$ cat config.mk
export PLATFORM = sky130hd
export DESIGN_NAME = csr_top
export DESIGN_NICKNAME = d
export VERILOG_FILES = /design/src/csr_pkg.sv /design/src/priv_pkg.sv /design/src/csr_access.sv /design/src/csr_trap_ctrl.sv /design/src/csr_timer.sv /design/src/csr_pmp_bank.sv /design/src/csr_top.sv
export VERILOG_INCLUDE_DIRS = /design/src
export SDC_FILE = /design/constraint.sdc
export NUM_CORES = 1
export LEC_CHECK = 0
export BUFFER_PORTS_ARGS = -buffer_cell sky130_fd_sc_hd__buf_4
export CAP_MARGIN = 20
export CORE_AREA = 2 2 234 236
export CTS_BUF_LIST = sky130_fd_sc_hd__clkbuf_4
export CTS_CLUSTER_SIZE = 25
export DETAILED_ROUTE_END_ITERATION = 8
export DIE_AREA = 0 0 236 238
export GPL_TIMING_DRIVEN = 0
export PLACE_DENSITY = 0.69
export SLEW_MARGIN = 20
export SYNTH_ARGS = -nofsm -noshare
export SYNTH_HDL_FRONTEND = slang
export SYNTH_HIERARCHICAL = 1
export SYNTH_SLANG_ARGS = --single-unit
$ cat constraint.sdc
create_clock -name clk -period 6.2 [get_ports clk]
set_input_delay 0.62 -clock clk [delete_from_list [all_inputs] [get_ports clk]]
set_output_delay 0.62 -clock clk [all_outputs]
set_load 0.05 [all_outputs]
$ cat src/csr_consts.svh
// RV32 machine-mode CSR map; timer CSR addresses are core specific, not the privileged spec
`ifndef CSR_CONSTS_SVH
`define CSR_CONSTS_SVH

////////////////////////////////////////////////////////////
// Widths
////////////////////////////////////////////////////////////
`define CSR_ADDR_W        12
`define CSR_DATA_W        32
`define CAUSE_W           6    // IRQ flag + 5-bit code
`define TVEC_W            24   // Upper bits of mtvec

////////////////////////////////////////////////////////////
// CSR addresses
////////////////////////////////////////////////////////////
`define CSR_MSTATUS       12'h300
`define CSR_MIE           12'h304
`define CSR_MTVEC         12'h305
`define CSR_MEPC          12'h341
`define CSR_MCAUSE        12'h342
`define CSR_MCYCLE        12'hB00
`define CSR_MCYCLEH       12'hB80
`define CSR_MTIME         12'hB01   // Non-standard location
`define CSR_MTIMEH        12'hB41
`define CSR_MTIMECMP      12'h321   // Non-standard location
`define CSR_MTIMECMPH     12'h322
`define CSR_PMPADDR_BASE  12'h3B0   // First protection address

// Bit positions
`define MSTATUS_MIE_BIT   3
`define MSTATUS_MPIE_BIT  7
`define MSTATUS_MPP_LSB   11  // Two bits wide
`define MSTATUS_MPRV_BIT  17
`define MIE_MTIE_BIT      7
`define MIP_MTIP_BIT      7

`define MTVEC_MODE        2'b01  // Vectored, read-only
`define N_PMP_DEFAULT     4

`endif

$ cat src/csr_pkg.sv
// CSR access types; op encoding matches the decode stage of the core
`default_nettype none

`include "csr_consts.svh"

package csr_pkg;

  // Access operation from decode
  typedef enum logic [1:0] {
    CSR_OP_NONE  = 2'b00,
    CSR_OP_WRITE = 2'b01,
    CSR_OP_SET   = 2'b10,
    CSR_OP_CLEAR = 2'b11
  } csr_op_e;

  // Request as presented by the core, single cycle
  typedef struct packed {
    logic                   access;  // Qualifies the write, reads are always live
    logic [`CSR_ADDR_W-1:0] addr;
    logic [`CSR_DATA_W-1:0] wdata;
    csr_op_e                op;
  } csr_req_t;

  // Internal write bus, op already resolved
  typedef struct packed {
    logic                   we;
    logic [`CSR_ADDR_W-1:0] addr;  // Also drives block read decode
    logic [`CSR_DATA_W-1:0] data;  // Final value to store
  } csr_wr_t;

endpackage

`default_nettype wire

$ cat src/priv_pkg.sv
// Privilege and trap types; only user and machine levels exist
`default_nettype none

`include "csr_consts.svh"

package priv_pkg;

  // Encoding as in the mstatus MPP field
  typedef enum logic [1:0] {
    PRIV_LVL_U = 2'b00,
    PRIV_LVL_M = 2'b11
  } priv_lvl_e;

  // Implemented mstatus fields, rest read zero
  typedef struct packed {
    logic      mie;   // Global M interrupt enable
    logic      mpie;  // mie before last trap
    priv_lvl_e mpp;   // Level before last trap
    logic      mprv;
  } mstatus_t;

  ////////////////////////////////////////////////////////////
  // Trap request from the controller
  ////////////////////////////////////////////////////////////
  typedef struct packed {
    logic                   save_cause;    // Trap entry
    logic                   save_if;       // PC select, one hot
    logic                   save_id;
    logic                   save_ex;
    logic                   restore_mret;  // Return from trap
    logic [`CAUSE_W-1:0]    cause;         // MSB flags an interrupt
    logic [`CSR_DATA_W-1:0] pc_if;
    logic [`CSR_DATA_W-1:0] pc_id;
    logic [`CSR_DATA_W-1:0] pc_ex;
  } trap_req_t;

endpackage

`default_nettype wire

$ cat src/csr_access.sv
// Combinational only; the blocks must return zero for addresses they do not own
`default_nettype none

`include "csr_consts.svh"

module csr_access (
  input  csr_pkg::csr_req_t       csr_req_i,
  input  logic [`CSR_DATA_W-1:0]  trap_rdata_i,
  input  logic [`CSR_DATA_W-1:0]  timer_rdata_i,
  input  logic [`CSR_DATA_W-1:0]  pmp_rdata_i,
  output csr_pkg::csr_wr_t        csr_wr_o,
  output logic [`CSR_DATA_W-1:0]  csr_rdata_o
);

  import csr_pkg::*;

  logic [`CSR_DATA_W-1:0] rdata;  // Merged read word

  // Unowned addresses contribute zero, so a plain OR is the mux
  assign rdata       = trap_rdata_i | timer_rdata_i | pmp_rdata_i;
  assign csr_rdata_o = rdata;

  ////////////////////////////////////////////////////////////
  // Operation logic
  ////////////////////////////////////////////////////////////
  always_comb begin
    csr_wr_o.addr = csr_req_i.addr;  // Blocks decode this
    csr_wr_o.we   = csr_req_i.access && (csr_req_i.op != CSR_OP_NONE);

    case (csr_req_i.op)
      CSR_OP_WRITE: csr_wr_o.data = csr_req_i.wdata;
      CSR_OP_SET:   csr_wr_o.data = csr_req_i.wdata | rdata;     // Read-modify-write
      CSR_OP_CLEAR: csr_wr_o.data = (~csr_req_i.wdata) & rdata;
      default:      csr_wr_o.data = csr_req_i.wdata;             // No write, value unused
    endcase
  end

endmodule

`default_nettype wire

$ cat src/csr_trap_ctrl.sv
// mstatus/mtvec/mepc/mcause and privilege; trap entry overrides any same-cycle CSR write
`default_nettype none

`include "csr_consts.svh"

module csr_trap_ctrl (
  input  logic                    clk,
  input  logic                    rst_n,
  input  csr_pkg::csr_wr_t        csr_wr_i,
  input  priv_pkg::trap_req_t     trap_i,
  output logic [`CSR_DATA_W-1:0]  rdata_o,
  output priv_pkg::priv_lvl_e     priv_lvl_o,
  output logic                    mstatus_mie_o,
  output logic                    m_irq_enable_o,
  output logic [`TVEC_W-1:0]      mtvec_o,
  output logic [`CSR_DATA_W-1:0]  mepc_o
);

  import priv_pkg::*;

  localparam int TVEC_PAD = `CSR_DATA_W - `TVEC_W - 2;  // Zeros between base and mode

  mstatus_t               mstatus_q, mstatus_d;
  logic [`TVEC_W-1:0]     mtvec_q, mtvec_d;
  logic [`CSR_DATA_W-1:0] mepc_q, mepc_d;
  logic [`CAUSE_W-1:0]    mcause_q, mcause_d;
  priv_lvl_e              priv_lvl_q, priv_lvl_d;
  logic [`CSR_DATA_W-1:0] trap_pc;  // PC saved on entry
  logic [1:0]             wr_mpp;   // Raw MPP write field

  ////////////////////////////////////////////////////////////
  // Read decode
  ////////////////////////////////////////////////////////////
  always_comb begin
    rdata_o = '0;
    case (csr_wr_i.addr)
      `CSR_MSTATUS: begin
        rdata_o[`MSTATUS_MIE_BIT]        = mstatus_q.mie;
        rdata_o[`MSTATUS_MPIE_BIT]       = mstatus_q.mpie;
        rdata_o[`MSTATUS_MPP_LSB +: 2]   = mstatus_q.mpp;
        rdata_o[`MSTATUS_MPRV_BIT]       = mstatus_q.mprv;
      end
      `CSR_MTVEC:  rdata_o = {mtvec_q, {TVEC_PAD{1'b0}}, `MTVEC_MODE};
      `CSR_MEPC:   rdata_o = mepc_q;
      `CSR_MCAUSE: rdata_o = {mcause_q[`CAUSE_W-1], {(`CSR_DATA_W-`CAUSE_W){1'b0}},
                              mcause_q[`CAUSE_W-2:0]};
      default: ;
    endcase
  end

  // Exception PC, id stage unless flagged otherwise
  always_comb begin
    if (trap_i.save_if)      trap_pc = trap_i.pc_if;
    else if (trap_i.save_id) trap_pc = trap_i.pc_id;
    else if (trap_i.save_ex) trap_pc = trap_i.pc_ex;
    else                     trap_pc = trap_i.pc_id;
  end

  assign wr_mpp = csr_wr_i.data[`MSTATUS_MPP_LSB +: 2];

  ////////////////////////////////////////////////////////////
  // Next state: CSR write, then trap/mret on top
  ////////////////////////////////////////////////////////////
  always_comb begin
    mstatus_d  = mstatus_q;
    mtvec_d    = mtvec_q;
    mepc_d     = mepc_q;
    mcause_d   = mcause_q;
    priv_lvl_d = priv_lvl_q;

    if (csr_wr_i.we) begin
      case (csr_wr_i.addr)
        `CSR_MSTATUS: begin
          mstatus_d.mie  = csr_wr_i.data[`MSTATUS_MIE_BIT];
          mstatus_d.mpie = csr_wr_i.data[`MSTATUS_MPIE_BIT];
          mstatus_d.mpp  = (wr_mpp == PRIV_LVL_M) ? PRIV_LVL_M : PRIV_LVL_U;  // Only U/M legal
          mstatus_d.mprv = csr_wr_i.data[`MSTATUS_MPRV_BIT];
        end
        `CSR_MTVEC:  mtvec_d  = csr_wr_i.data[`CSR_DATA_W-1 -: `TVEC_W];
        `CSR_MEPC:   mepc_d   = csr_wr_i.data;
        `CSR_MCAUSE: mcause_d = {csr_wr_i.data[`CSR_DATA_W-1], csr_wr_i.data[`CAUSE_W-2:0]};
        default: ;
      endcase
    end

    if (trap_i.save_cause) begin     // Entry wins over mret
      mepc_d         = trap_pc;
      mcause_d       = trap_i.cause;
      mstatus_d.mpie = mstatus_q.mie;
      mstatus_d.mie  = 1'b0;         // Handler runs masked
      mstatus_d.mpp  = PRIV_LVL_U;
      priv_lvl_d     = PRIV_LVL_M;
    end else if (trap_i.restore_mret) begin
      mstatus_d.mie  = mstatus_q.mpie;
      mstatus_d.mpie = 1'b1;
      mstatus_d.mpp  = PRIV_LVL_U;
      priv_lvl_d     = PRIV_LVL_U;   // Always back to user
    end
  end

  always_ff @(posedge clk or negedge rst_n) begin
    if (!rst_n) begin
      mstatus_q  <= '{mie: 1'b0, mpie: 1'b1, mpp: PRIV_LVL_U, mprv: 1'b0};
      mtvec_q    <= '0;
      mepc_q     <= '0;
      mcause_q   <= '0;
      priv_lvl_q <= PRIV_LVL_M;      // Boot in machine mode
    end else begin
      mstatus_q  <= mstatus_d;
      mtvec_q    <= mtvec_d;
      mepc_q     <= mepc_d;
      mcause_q   <= mcause_d;
      priv_lvl_q <= priv_lvl_d;
    end
  end

  assign priv_lvl_o     = priv_lvl_q;
  assign mstatus_mie_o  = mstatus_q.mie;
  assign m_irq_enable_o = mstatus_q.mie && (priv_lvl_q == PRIV_LVL_M);
  assign mtvec_o        = mtvec_q;
  assign mepc_o         = mepc_q;

endmodule

`default_nettype wire

$ cat src/csr_timer.sv
// Counters and machine timer; MTIP is sticky and only a write to mtimecmp clears it
`default_nettype none

`include "csr_consts.svh"

module csr_timer (
  input  logic                    clk,
  input  logic                    rst_n,
  input  csr_pkg::csr_wr_t        csr_wr_i,
  input  logic                    mstatus_mie_i,
  output logic [`CSR_DATA_W-1:0]  rdata_o,
  output logic [`CSR_DATA_W-1:0]  mip_o
);

  localparam int CNT_W = 2 * `CSR_DATA_W;  // Counters are two CSR halves
  localparam int HI    = `CSR_DATA_W;      // LSB of upper half

  logic [CNT_W-1:0]       mcycle_q, mcycle_d;
  logic [CNT_W-1:0]       mtime_q, mtime_d;
  logic [CNT_W-1:0]       mtimecmp_q, mtimecmp_d;
  logic [`CSR_DATA_W-1:0] mie_q, mie_d;
  logic                   mtip_q, mtip_d;
  logic                   cmp_wr;         // Any mtimecmp half written
  logic                   timer_expired;

  // Read decode
  always_comb begin
    case (csr_wr_i.addr)
      `CSR_MCYCLE:    rdata_o = mcycle_q[HI-1:0];
      `CSR_MCYCLEH:   rdata_o = mcycle_q[CNT_W-1:HI];
      `CSR_MTIME:     rdata_o = mtime_q[HI-1:0];
      `CSR_MTIMEH:    rdata_o = mtime_q[CNT_W-1:HI];
      `CSR_MTIMECMP:  rdata_o = mtimecmp_q[HI-1:0];
      `CSR_MTIMECMPH: rdata_o = mtimecmp_q[CNT_W-1:HI];
      `CSR_MIE:       rdata_o = mie_q;
      default:        rdata_o = '0;
    endcase
  end

  assign cmp_wr = csr_wr_i.we && ((csr_wr_i.addr == `CSR_MTIMECMP) ||
                                  (csr_wr_i.addr == `CSR_MTIMECMPH));
  assign timer_expired = (mtime_q >= mtimecmp_q);

  ////////////////////////////////////////////////////////////
  // Next state
  ////////////////////////////////////////////////////////////
  always_comb begin
    mcycle_d   = mcycle_q + 1'b1;  // Free running
    mtime_d    = mtime_q + 1'b1;
    mtimecmp_d = mtimecmp_q;
    mie_d      = mie_q;
    if (csr_wr_i.we) begin         // A written half replaces the increment
      case (csr_wr_i.addr)
        `CSR_MCYCLE:    mcycle_d   = {mcycle_q[CNT_W-1:HI], csr_wr_i.data};
        `CSR_MCYCLEH:   mcycle_d   = {csr_wr_i.data, mcycle_q[HI-1:0]};
        `CSR_MTIME:     mtime_d    = {mtime_q[CNT_W-1:HI], csr_wr_i.data};
        `CSR_MTIMEH:    mtime_d    = {csr_wr_i.data, mtime_q[HI-1:0]};
        `CSR_MTIMECMP:  mtimecmp_d = {mtimecmp_q[CNT_W-1:HI], csr_wr_i.data};
        `CSR_MTIMECMPH: mtimecmp_d = {csr_wr_i.data, mtimecmp_q[HI-1:0]};
        `CSR_MIE:       mie_d      = csr_wr_i.data;
        default: ;
      endcase
    end

    // Clear has priority over set
    if (cmp_wr)
      mtip_d = 1'b0;
    else if (timer_expired && mstatus_mie_i && mie_q[`MIE_MTIE_BIT])
      mtip_d = 1'b1;
    else
      mtip_d = mtip_q;
  end

  always_ff @(posedge clk or negedge rst_n) begin
    if (!rst_n) begin
      mcycle_q   <= '0;
      mtime_q    <= '0;
      mtimecmp_q <= '1;  // Max compare, timer idle after reset
      mie_q      <= '0;
      mtip_q     <= 1'b0;
    end else begin
      mcycle_q   <= mcycle_d;
      mtime_q    <= mtime_d;
      mtimecmp_q <= mtimecmp_d;
      mie_q      <= mie_d;
      mtip_q     <= mtip_d;
    end
  end

  // Only MTIP implemented
  always_comb begin
    mip_o                = '0;
    mip_o[`MIP_MTIP_BIT] = mtip_q;
  end

endmodule

`default_nettype wire

$ cat src/csr_pmp_bank.sv
// Protection address bank at consecutive CSRs from the base; no pmpcfg, no locking
`default_nettype none

`include "csr_consts.svh"

module csr_pmp_bank #(
  parameter int N_PMP = `N_PMP_DEFAULT
) (
  input  logic                               clk,
  input  logic                               rst_n,
  input  csr_pkg::csr_wr_t                   csr_wr_i,
  output logic [`CSR_DATA_W-1:0]             rdata_o,
  output logic [N_PMP-1:0][`CSR_DATA_W-1:0]  pmp_addr_o
);

  logic [N_PMP-1:0][`CSR_DATA_W-1:0] pmp_addr_q;
  logic [N_PMP-1:0]                  hit;  // Address decode per entry

  for (genvar i = 0; i < N_PMP; i++) begin : g_entry
    localparam logic [`CSR_ADDR_W-1:0] ENTRY_ADDR = `CSR_ADDR_W'(`CSR_PMPADDR_BASE + i);

    assign hit[i] = (csr_wr_i.addr == ENTRY_ADDR);

    always_ff @(posedge clk or negedge rst_n) begin
      if (!rst_n) begin
        pmp_addr_q[i] <= '0;
      end else if (csr_wr_i.we && hit[i]) begin  // Own enable per entry
        pmp_addr_q[i] <= csr_wr_i.data;
      end
    end
  end

  // Readback, zero past the last entry
  always_comb begin
    rdata_o = '0;
    for (int i = 0; i < N_PMP; i++) begin
      if (hit[i]) rdata_o = pmp_addr_q[i];
    end
  end

  assign pmp_addr_o = pmp_addr_q;  // Whole bank to the PMP checker

endmodule

`default_nettype wire

$ cat src/csr_top.sv
// CSR file top; accesses complete in one cycle, no stall, reads combinational
`default_nettype none

`include "csr_consts.svh"

module csr_top #(
  parameter int N_PMP = `N_PMP_DEFAULT
) (
  input  logic                               clk,
  input  logic                               rst_n,
  input  csr_pkg::csr_req_t                  csr_req_i,     // From decode
  input  priv_pkg::trap_req_t                trap_i,        // From controller
  output logic [`CSR_DATA_W-1:0]             csr_rdata_o,
  output priv_pkg::priv_lvl_e                priv_lvl_o,
  output logic                               m_irq_enable_o,
  output logic [`TVEC_W-1:0]                 mtvec_o,
  output logic [`CSR_DATA_W-1:0]             mepc_o,
  output logic [`CSR_DATA_W-1:0]             mip_o,
  output logic [N_PMP-1:0][`CSR_DATA_W-1:0]  pmp_addr_o
);

  import csr_pkg::*;

  csr_wr_t                csr_wr;       // Shared write bus
  logic [`CSR_DATA_W-1:0] trap_rdata;
  logic [`CSR_DATA_W-1:0] timer_rdata;
  logic [`CSR_DATA_W-1:0] pmp_rdata;
  logic                   mstatus_mie;  // Gates timer pending

  ////////////////////////////////////////////////////////////
  // Access unit
  ////////////////////////////////////////////////////////////
  csr_access i_access (
    .csr_req_i     (csr_req_i),
    .trap_rdata_i  (trap_rdata),
    .timer_rdata_i (timer_rdata),
    .pmp_rdata_i   (pmp_rdata),
    .csr_wr_o      (csr_wr),
    .csr_rdata_o   (csr_rdata_o)
  );

  // Register blocks
  csr_trap_ctrl i_trap_ctrl (
    .clk            (clk),
    .rst_n          (rst_n),
    .csr_wr_i       (csr_wr),
    .trap_i         (trap_i),
    .rdata_o        (trap_rdata),
    .priv_lvl_o     (priv_lvl_o),
    .mstatus_mie_o  (mstatus_mie),
    .m_irq_enable_o (m_irq_enable_o),
    .mtvec_o        (mtvec_o),
    .mepc_o         (mepc_o)
  );

  csr_timer i_timer (
    .clk           (clk),
    .rst_n         (rst_n),
    .csr_wr_i      (csr_wr),
    .mstatus_mie_i (mstatus_mie),
    .rdata_o       (timer_rdata),
    .mip_o         (mip_o)
  );

  csr_pmp_bank #(
    .N_PMP (N_PMP)
  ) i_pmp_bank (
    .clk        (clk),
    .rst_n      (rst_n),
    .csr_wr_i   (csr_wr),
    .rdata_o    (pmp_rdata),
    .pmp_addr_o (pmp_addr_o)
  );

endmodule

`default_nettype wire

==> results.toml <==
[run_status]
status = "finished with violations"
violations = "DRC"

[floorplan]
core_sq_mm = 0.0535
die_w_um = 236
die_area_sq_mm = 0.0562
ios = 407
rows = 85
start_util_pct = 47.8
dieHeight_um = 238

[setup_path]
cp_slowest_cell = "a22o_1"
crit_top_cell = "clkbuf_1"
cp_max_fo = 10
startpoint_type = "input port"
end_kind = "flop"
arrival_ps = 6170
critical_path_class = "input port to flop"
worstPathCellList = "buf_4 > nor4_1 > and3_1 > clkbuf_1 > clkbuf_1 > a22oi_1 > nand3_1 > or3_1 > a22o_1 > nand2_1 > nor2_1 > a31oi_1 > o21ai_0"
slowest_delay_ps = 1000
crit_required_ps = 7030

[detailed_routing]
vias = 26652
avgRoutedWirePerCell_um = 33.7
ant_nets = 0
drc = 11
via_per_inst = 6.82
drt-total-wl_mm = 132
drt_first_pass_iters = 9
drtIter0Drc = 3787

[layout]
drive_gt1_share_pct = 30.8
layout_commonest_cell = "buf_4"
area_growth_pct = 21.8
layout_common_cells = "409 x buf_4, 354 x dfrtp_1, 203 x nand2_1, 182 x o21ai_0, 180 x clkbuf_4"
final.fill_count = 4755
final_net_count = 3326

[sta]
slew_viol_final = 0
min_period_ps = 5340
finalHoldViolCount = 0
setup_tns_ps = 0
rsz0062_at_grt = "no"
tightest_slew_ps = 1320
fin_crit_sh_pct = 86.1
holdWs_ps = 92.4
fin_skew_ps = 47.7
setup_viol_count_final = 0
relSlewSlack_pct = 11.7
max_freq_mhz = 187

[synthesis]
yosysTopAreaCellShare_pct = 34.6
synth.distinct_cells = 92
synthArstFlopShare_pct = 100
synth_simple_gate_area_share_pct = 17.4
synth_mux_area_share_pct = 12.0
synth_compound_area_share_pct = 19.6
syn_area_per_cell_sq_um = 9.91
ys_seq_elements = 420
yosysSeqAreaShare_pct = 41.4
synth_top_family_by_area = "compound AO/OA/AOI/OAI gates"
syn_inst = 2580
synth.largest_area_cell = "dfrtp_1"
synth_xor_xnor_area_share_pct = 0.548
yosysWarnings = 6
synth.area.top_cells = "dfrtp_1 35%, dfstp_2 6.8%, mux2_2 6.7%"
syn_area_sq_mm = 0.0256
synth-edff-count = 0
synthAdderAreaFrac_pct = 3.23
synth_ff_type = "dfrtp_1"

[placement]
portBuffers = 361
place.gp.congestion = 1.05
hpwlAfterDp_mm = 97.0

[cts]
cts.sinks = 420
ctsLongestPathBuffers = 3
root_buffer = "clkbuf_4"
cts_resized = 0
cts_made_buffers = 117
clk_pin_slew_worst_paths_ps = 70
postCtsSetupRepairBufs = 0
insertion_delay_ps = 940
htreeDepth = 3
cts_tree = "yes"

[pwr]
power_density_mw_per_mm2 = 211
irDropWorstVdd_mv = 0.143
p_leak_nw = 14.6

[grt]
grt_pass1_wl_mm = 185
antenna_found_initial = 11
grt_pass1_vias = 25590
grt_util_all_layers_pct = 45.8
overflow = 0
grt_max_degree = 90

[job]
cap_viol_max_count = 0

[worst_hold_path]
hold_class = "input port to asynchronous set/reset pin"
==> critical path: cells and delay by family <==
kind                   cells  cell delay, ps
buffers and inverters      3            1200
AO/OA/AOI/OAI              4            1540
AND/OR/NAND/NOR            6            2760
==> power by group <==
part           switching, mW  internal, mW  leakage [nW]
Sequential             0.154          2.82          5.20
Combinational          0.600         0.274          8.47
Clock                   1.33          1.40         0.928
Total                   2.08          4.50          14.6
==> routing by layer <==
layer,global-route usage (%),up-vias,wire (um)
met5,0,-,38
met4,30.6,6,10400
met3,15.5,512,16800
met2,67.8,2126,56400
met1,57.0,13126,48000
li1,-,10882,-
==> cell type report <==
type / count / area, sq um / share of cell area (%)
antenna: 7 / 17.5 / 0.0562
buffer: 231 / 1150 / 3.68
clock buffer: 180 / 1350 / 4.34
clock inverter: 39 / 221 / 0.711
inverter: 88 / 330 / 1.06
multi-input combinational: 1871 / 13700 / 43.9
sequential: 420 / 10600 / 34.0
tap: 696 / 871 / 2.80
timing repair buffer: 375 / 2940 / 9.44
==> synthesized netlist by cell type, types with 17 or more instances <==
library cell	instances
nor2_1	66
nand3_1	132
buf_2	21
buf_4	49
mux2_2	153
a21oi_1	110
o22ai_1	34
o311ai_0	17
or3_1	38
clkbuf_1	138
a211oi_1	39
dfrtp_1	354
nand2_1	203
mux2_4	30
mux4_2	32
dfstp_2	66
a22oi_1	85
a222oi_1	32
o221a_2	31
and3_1	42
ha_1	66
o211ai_1	20
o21ai_0	182
inv_1	87
a22o_1	62
and2_1	18
and3b_1	31
nand4_1	54
nor3_1	31
a31oi_1	24
nor2b_1	98
==> stage by stage <==
step                      utilization (%)  cell area (sq um)  setup WS (ps)  power, mW  instances
after floorplan                         -              25700           2280       3.39       2610
after global placement               54.7              29300           -289       3.83       3667
after detailed placement             55.1              29500            391       3.85       3673
after CTS                            58.2              31100           1260       6.57       3900
after global routing                 58.2              31100            977       6.77       3907
final                                58.2              31100            861       6.58       3907
==> final timing paths <==
kind / from / cells past startpoint / slack, ps / to
min in group clk: trap_i[71] / 4 / 160 / i_trap_ctrl/mepc_o[7]
max: csr_req_i[34] / 13 / 860 / i_timer/mcycle_q[60]
min reg2reg: i_timer/mie_q[29] / 1 / 510 / i_timer/mie_q[29]
max reg2reg: i_timer/mtime_q[20] / 9 / 2410 / i_timer/mcycle_q[20]
max in group asynchronous: rst_n / 4 / 4900 / i_trap_ctrl/mepc_o[13]
min: rst_n / 2 / 90 / i_timer/mtime_q[50]
==> sequential cells by signal, indices dropped and copies added (netlist names) <==
| name | cells |
|---|---|
| i_pmp_bank/pmp_addr_o | 128 |
| i_timer/mcycle_q | 64 |
| i_timer/mie_q | 32 |
| i_timer/mtime_q | 64 |
| i_timer/mtimecmp_q | 64 |
| i_timer/mtip_q | 1 |
| i_trap_ctrl/mcause_q | 6 |
| i_trap_ctrl/mepc_o | 32 |
| i_trap_ctrl/mstatus_mie_o | 1 |
| i_trap_ctrl/mstatus_q | 3 |
| i_trap_ctrl/mtvec_o | 24 |
| i_trap_ctrl/priv_lvl_o | 1 |
==> timing repair <==
item,in CTS,in global routing
hold endpoints to repair,156,0
endpoints found under the setup margin,0,0
hold buffers,8,0
==> logic make-up (layout without fill, tap and decap cells) <==
kind of cell               count (synthesis)  after routing
and+or+nand+nor                          803            803
AOI/OAI and AO/OA                        722            722
DFF                                      420            420
buffers and inverters                    319            913
muxes                                    233            233
adders and majority gates                 66             66
xor gates and xnor gates                  16             16
other                                      1             38
No activity file was read; power rests on OpenSTA's default activity.
